`config.mk`:
```
export PLATFORM = sky130hd
export DESIGN_NAME = aes_dec_regs
export DESIGN_NICKNAME = d
export VERILOG_FILES = /design/src/hdl/aes_pkg.sv /design/src/hdl/aes_dec_regs.sv
export VERILOG_INCLUDE_DIRS = /design/src /design/src/include
export SDC_FILE = /design/constraint.sdc
export NUM_CORES = 1
export LEC_CHECK = 0
export ABC_AREA = 0
export ABC_CLOCK_PERIOD_IN_PS = 2990
export BUFFER_PORTS_ARGS = -buffer_cell sky130_fd_sc_hd__buf_2
export CAP_MARGIN = 20
export CORE_ASPECT_RATIO = 1.75
export CORE_MARGIN = 2
export CORE_UTILIZATION = 33
export DETAILED_ROUTE_END_ITERATION = 10
export HOLD_SLACK_MARGIN = 0.06
export SYNTH_ARGS = -nofsm -noshare
export SYNTH_HDL_FRONTEND = slang
export SYNTH_SLANG_ARGS = --single-unit
```
`constraint.sdc`:
```
create_clock -name clk -period 2.99 [get_ports clk]
set_clock_uncertainty 0.1 [all_clocks]
set_input_delay 0.4485 -clock clk [delete_from_list [all_inputs] [get_ports clk]]
set_output_delay 0.4485 -clock clk [all_outputs]
set_load 0.02 [all_outputs]
```
`src/include/aes_cfg.svh`:
```
`ifndef AES_CFG_SVH
`define AES_CFG_SVH

// datapath widths
`define AES_BYTE_W 8
`define AES_WORD_W 32

// bus address width, 16 word locations
`define AES_ADDR_W 4

// AES-128 uses ten rounds, so eleven round keys
`define AES_NUM_ROUNDS 10
`define AES_RK_IDX_W 4

// register map, base of each group
`define AES_REG_KEY0 0
`define AES_REG_CT0 4
`define AES_REG_CMD_EXPAND 8
`define AES_REG_CMD_DECRYPT 9

`endif
```
`src/hdl/aes_pkg.sv`:
```
`include "aes_cfg.svh"

package aes_pkg;

    typedef logic [`AES_BYTE_W-1:0] aes_byte_t;
    typedef logic [`AES_WORD_W-1:0] aes_word_t;
    typedef logic [16*`AES_BYTE_W-1:0] aes_block_t;
    typedef logic [`AES_RK_IDX_W-1:0] rk_idx_t;

    // reads of KEY0..KEY3 return plaintext words PT0..PT3
    typedef enum logic [`AES_ADDR_W-1:0] {
        KEY0        = `AES_REG_KEY0,
        KEY1        = `AES_REG_KEY0 + 1,
        KEY2        = `AES_REG_KEY0 + 2,
        KEY3        = `AES_REG_KEY0 + 3,
        CT0         = `AES_REG_CT0,
        CT1         = `AES_REG_CT0 + 1,
        CT2         = `AES_REG_CT0 + 2,
        CT3         = `AES_REG_CT0 + 3,
        CMD_EXPAND  = `AES_REG_CMD_EXPAND,
        CMD_DECRYPT = `AES_REG_CMD_DECRYPT
    } reg_addr_e;

    typedef enum logic [1:0] {
        CORE_IDLE,
        CORE_FIRST,
        CORE_ROUND,
        CORE_LAST
    } core_state_e;

    typedef enum logic {
        KEXP_IDLE,
        KEXP_RUN
    } kexp_state_e;

    typedef struct packed {
        logic                   read;
        logic                   write;
        logic [`AES_ADDR_W-1:0] address;
        aes_word_t              writedata;
    } avs_req_t;

    // entry 0 sits in the top byte
    localparam logic [2047:0] SBOX_TBL = {
        128'h637c777bf26b6fc53001672bfed7ab76, 128'hca82c97dfa5947f0add4a2af9ca472c0,
        128'hb7fd9326363ff7cc34a5e5f171d83115, 128'h04c723c31896059a071280e2eb27b275,
        128'h09832c1a1b6e5aa0523bd6b329e32f84, 128'h53d100ed20fcb15b6acbbe394a4c58cf,
        128'hd0efaafb434d338545f9027f503c9fa8, 128'h51a3408f929d38f5bcb6da2110fff3d2,
        128'hcd0c13ec5f974417c4a77e3d645d1973, 128'h60814fdc222a908846eeb814de5e0bdb,
        128'he0323a0a4906245cc2d3ac629195e479, 128'he7c8376d8dd54ea96c56f4ea657aae08,
        128'hba78252e1ca6b4c6e8dd741f4bbd8b8a, 128'h703eb5664803f60e613557b986c11d9e,
        128'he1f8981169d98e949b1e87e9ce5528df, 128'h8ca1890dbfe6426841992d0fb054bb16
    };

    localparam logic [2047:0] INV_SBOX_TBL = {
        128'h52096ad53036a538bf40a39e81f3d7fb, 128'h7ce339829b2fff87348e4344c4dee9cb,
        128'h547b9432a6c2233dee4c950b42fac34e, 128'h082ea16628d924b2765ba2496d8bd125,
        128'h72f8f66486689816d4a45ccc5d65b692, 128'h6c704850fdedb9da5e154657a78d9d84,
        128'h90d8ab008cbcd30af7e45805b8b34506, 128'hd02c1e8fca3f0f02c1afbd0301138a6b,
        128'h3a9111414f67dcea97f2cfcef0b4e673, 128'h96ac7422e7ad3585e2f937e81c75df6e,
        128'h47f11a711d29c5896fb7620eaa18be1b, 128'hfc563e4bc6d279209adbc0fe78cd5af4,
        128'h1fdda8338807c731b11210592780ec5f, 128'h60517fa919b54a0d2de57a9f93c99cef,
        128'ha0e03b4dae2af5b0c8ebbb3c83539961, 128'h172b047eba77d626e169146355210c7d
    };

    function automatic aes_byte_t sbox(aes_byte_t b);
        return SBOX_TBL[8*(255-b) +: 8];
    endfunction

    function automatic aes_byte_t inv_sbox(aes_byte_t b);
        return INV_SBOX_TBL[8*(255-b) +: 8];
    endfunction

    // multiply by x in GF(2^8)
    function automatic aes_byte_t xtime(aes_byte_t b);
        return {b[6:0], 1'b0} ^ (b[7] ? 8'h1b : 8'h00);
    endfunction

    // byte n of the block, byte 0 in the top bits
    function automatic aes_byte_t get_byte(aes_block_t b, int unsigned n);
        return b[8*(15-n) +: 8];
    endfunction

    function automatic aes_block_t set_byte(aes_block_t b, int unsigned n, aes_byte_t v);
        aes_block_t res;
        res = b;
        res[8*(15-n) +: 8] = v;
        return res;
    endfunction

    // bus word k holds bytes k, k+4, k+8, k+12 from low to high
    function automatic aes_word_t get_word(aes_block_t b, int unsigned k);
        return {get_byte(b, k + 12), get_byte(b, k + 8), get_byte(b, k + 4), get_byte(b, k)};
    endfunction

    function automatic aes_block_t put_word(aes_block_t b, int unsigned k, aes_word_t w);
        aes_block_t res;
        res = b;
        for (int i = 0; i < 4; i++) begin
            res = set_byte(res, k + 4 * i, w[8*i +: 8]);
        end
        return res;
    endfunction

endpackage

```
`src/hdl/aes_dec_regs.sv`:
```
`timescale 1ns/1ps

module aes_dec_regs import aes_pkg::*; (
    input  logic       clk,
    input  logic       rst_n,
    input  avs_req_t   avs_i,
    input  logic       expand_busy_i,
    input  logic       decrypt_busy_i,
    input  aes_block_t plaintext_i,
    input  logic       plaintext_valid_i,
    output aes_word_t  avs_readdata_o,
    output logic       avs_waitrequest_o,
    output logic       expand_start_o,
    output logic       decrypt_start_o,
    output aes_block_t cipher_key_o,
    output aes_block_t ciphertext_o
);

    reg_addr_e  addr;
    logic       wr_acc;
    logic       wait_q;
    aes_block_t key_q;
    aes_block_t ct_q;
    aes_block_t result_q;

    assign addr   = reg_addr_e'(avs_i.address);
    assign wr_acc = avs_i.write && !avs_waitrequest_o;

    // command writes start the engines directly, no data stored
    assign expand_start_o  = wr_acc && (addr == CMD_EXPAND);
    assign decrypt_start_o = wr_acc && (addr == CMD_DECRYPT);

    // high through reset, and while a start is still in flight
    always_ff @(posedge clk) begin
        if (!rst_n) begin
            wait_q <= 1'b1;
        end else begin
            wait_q <= expand_start_o || decrypt_start_o;
        end
    end

    assign avs_waitrequest_o = wait_q || expand_busy_i || decrypt_busy_i;

    always_ff @(posedge clk) begin
        if (wr_acc) begin
            case (addr)
                KEY0, KEY1, KEY2, KEY3: begin
                    key_q <= put_word(key_q, avs_i.address[1:0], avs_i.writedata);
                end
                CT0, CT1, CT2, CT3: begin
                    ct_q <= put_word(ct_q, avs_i.address[1:0], avs_i.writedata);
                end
            endcase
        end
        if (plaintext_valid_i) begin
            result_q <= plaintext_i;
        end
    end

    assign cipher_key_o = key_q;
    assign ciphertext_o = ct_q;

    // the key addresses read back as plaintext
    always_comb begin
        avs_readdata_o = '0;
        if (avs_i.read) begin
            case (addr)
                KEY0, KEY1, KEY2, KEY3: begin
                    avs_readdata_o = get_word(result_q, avs_i.address[1:0]);
                end
                default: begin
                    avs_readdata_o = '0;
                end
            endcase
        end
    end

    // the two engines never run at the same time
    assert property (@(posedge clk) disable iff (!rst_n)
        !(expand_busy_i && decrypt_busy_i));

    // each engine reports busy on the cycle after its start
    assert property (@(posedge clk) disable iff (!rst_n)
        expand_start_o |=> expand_busy_i);
    assert property (@(posedge clk) disable iff (!rst_n)
        decrypt_start_o |=> decrypt_busy_i);

endmodule

```
==> impl_metrics.py <==
metrics = {
    "outcome": {
        "outcome": "finished clean",
    },
    "timing": {
        "period_needed_ns": 2.809,
        "rsz0062_at_grt": "false",
        "worst_pin_slew_ns": 1.024,
        "hold_ws_ns": 0.1816,
        "fin_tns_setup_ns": 0,
        "setup_viol_count_final": 0,
        "drv_slew": 0,
        "fin_crit_sh": 0.9394,
        "hold_viol": 0,
        "clock.fmax_mhz": 356.0,
        "relSlewSlack": 0.3177,
    },
    "synthesis": {
        "synth_edf_count": 384,
        "ys.flop_type": "edfxtp_1",
        "ys_ff_latch": 385,
        "syn_inst": 709,
        "avgSynthCellArea_um2": 19.95,
        "synth.top_cell.area_share": 0.8152,
        "synth_area_leaders": "edfxtp_1 (82%), mux4_2 (5.1%), and2_1 (3.1%), nor2b_1 (1.5%), nor2_1 (0.90%)",
        "synth_area_mm2": 0.01414,
        "yosys_warnings": 0,
        "synth_nets": 888,
        "synth_cell_types": 41,
        "synth-seq-area-share": 0.8166,
        "yosysTopAreaCell": "edfxtp_1",
        "ys_async_sr_fraction": 0,
    },
    "placed_design": {
        "numPortBuffers": 461,
        "postPlaceCellArea_mm2": 0.01720,
        "gp_congestion": 0.7982,
        "dp_hpwl_mm": 30.43,
    },
    "clock_network": {
        "cts.sinks": 385,
        "cts_setup_buffers": 0,
        "cts_resized": 0,
        "cts_root_buffer": "clkbuf_16",
        "clk_pin_slew_ns": 0.06,
        "htree_levels": 2,
        "cts_tree": "built",
        "cts_buffer_depth": 3,
        "clock_latency_ns": 0.51,
        "cts_buffers": 36,
        "holdBufCountCts": 129,
    },
    "grt": {
        "grt_pass1_vias": 9674,
        "antenna_found_initial": 4,
        "track_usage": 0.1869,
        "grt_overflow": 0,
        "grt_pass1_wl_mm": 61.10,
        "grt_max_degree": 51,
    },
    "finish": {
        "syn_to_final_growth_pct": 38.95,
        "stdcell_area_mm2": 0.01965,
        "drive_gt1_frac": 0.4281,
        "layout_common_cells": "buf_2 (459), edfxtp_1 (384), dlygate4sd3_1 (129)",
        "seq_area_mm2": 0.01155,
        "multiInputGateArea_mm2": 0.002407,
        "final_common_cell": "buf_2",
        "fin_util": 0.4634,
        "final_nets": 1503,
        "nFillCells": 3621,
    },
    "drt": {
        "wl_mm": 42.41,
        "vias": 8878,
        "final_antenna_net_count": 0,
        "drt_iter0_drc": 531,
        "drc": 0,
        "routedWlPerCell_um": 22.18,
        "dr.pass1.iters": 5,
        "post_drt_via_cell_ratio": 4.643,
    },
    "worst_setup_path": {
        "end_kind": "output port",
        "arrival_ns": 2.26,
        "worst-setup-path-type": "in -> out",
        "required_ns": 2.44,
        "worst-path-max-fanout": 32,
        "start_kind": "input port",
    },
    "power": {
        "power_density_mw_per_mm2": 577.5,
        "p_leak_nw": 8.485,
        "peakVddDrop_v": 0.0004494,
    },
    "floorplanning": {
        "die_y_um": 277.9,
        "core.rowCount": 100,
        "ios": 462,
        "die_width_um": 160.5,
        "dieArea_mm2": 0.04460,
        "core_mm2": 0.04242,
        "initial_core_util": 0.3335,
    },
    "worst_hold_path": {
        "hp-class": "in -> reg",
    },
    "run": {
        "cap_violations": 0,
    },
}
critical path, cell delays in order:
cell	delay [ns]
buf_2	0.14
inv_1	0.13
ha_1	0.26
nor4_2	0.11
or4b_4	0.73
nor2b_1	0.23
buf_2	0.20
power breakdown:
group          internal, mW  leakage [nW]  switching, mW
registers              6.06          4.16         0.0340
clock network          2.62         0.566           1.94
logic                 0.358          3.75          0.340
synth_stat cells (all sizes together) (2+ instances only):
cell,count
edfxtp,384
and2,69
nor2,35
nor2b,35
mux4,32
nand2,25
buf,18
a22oi,16
clkbuf,14
and3,10
nand3b,9
a21oi,8
a22o,8
a32o,8
ha,8
o21ai,8
inv,3
nor3,2
nor4,2
nor4b,2
or4b,2
registers in the layout, summed over array words and instances, names as in the netlist:
name / flops
result_q: 128
cipher_key_o: 128
ciphertext_o: 128
wait_q: 1
layout make-up:
class / instances / share of cell area
Tap cell: 561 / 0.03571
Clock inverter: 21 / 0.01070
Multi-Input combinational cell: 289 / 0.1225
Clock buffer: 43 / 0.04826
Sequential cell: 385 / 0.5877
Antenna cell: 1 / 0.0001273
Inverter: 3 / 0.0005730
Timing Repair Buffer: 609 / 0.1944
cell families after synthesis:
| logic type | count (synthesis) | share of synthesized area |
|---|---|---|
| AO/OA/AOI/OAI | 49 | 0.02539 |
| adder cells (fa/ha/maj) | 8 | 0.007077 |
| buffers and inverters | 35 | 0.01433 |
| flip-flops | 385 | 0.8166 |
| multiplexers | 32 | 0.05095 |
| AND/OR/NAND/NOR | 200 | 0.08563 |
final timing paths:
| kind | startpoint | endpoint | slack, ns | depth (start not counted) |
|---|---|---|---|---|
| min reg2reg | wait_q$_SDFF_PN1_ | wait_q$_SDFF_PN1_ | 0.58 | 2 |
| max | avs_i[33] | avs_readdata_o[3] | 0.18 | 7 |
| max reg2reg | wait_q$_SDFF_PN1_ | cipher_key_o[58]$_DFFE_PP_ | 0.44 | 3 |
| min | avs_i[34] | wait_q$_SDFF_PN1_ | 0.18 | 2 |
layer usage:
layer	share of wire	track usage	vias up	wire length [µm]
met1	0.33	0.1857	4341	13890
li1	-	-	3991	-
met4	0.052	0.09656	6	2184
met2	0.56	0.3646	434	23940
met3	0.056	0.03185	106	2361
met5	0.00073	0	-	31
stage by stage:
step	power, mW	cells	worst slack, ns
2_1_floorplan	6.464	709	0.06113
6_report	11.35	1912	0.1811
3_5_place_dp	6.775	1718	0.1166
4_1_cts	11.45	1911	0.1773
5_1_grt	11.70	1912	0.02979
3_3_place_gp	6.761	1718	0.1861
Power figures use the tool's default switching activity.
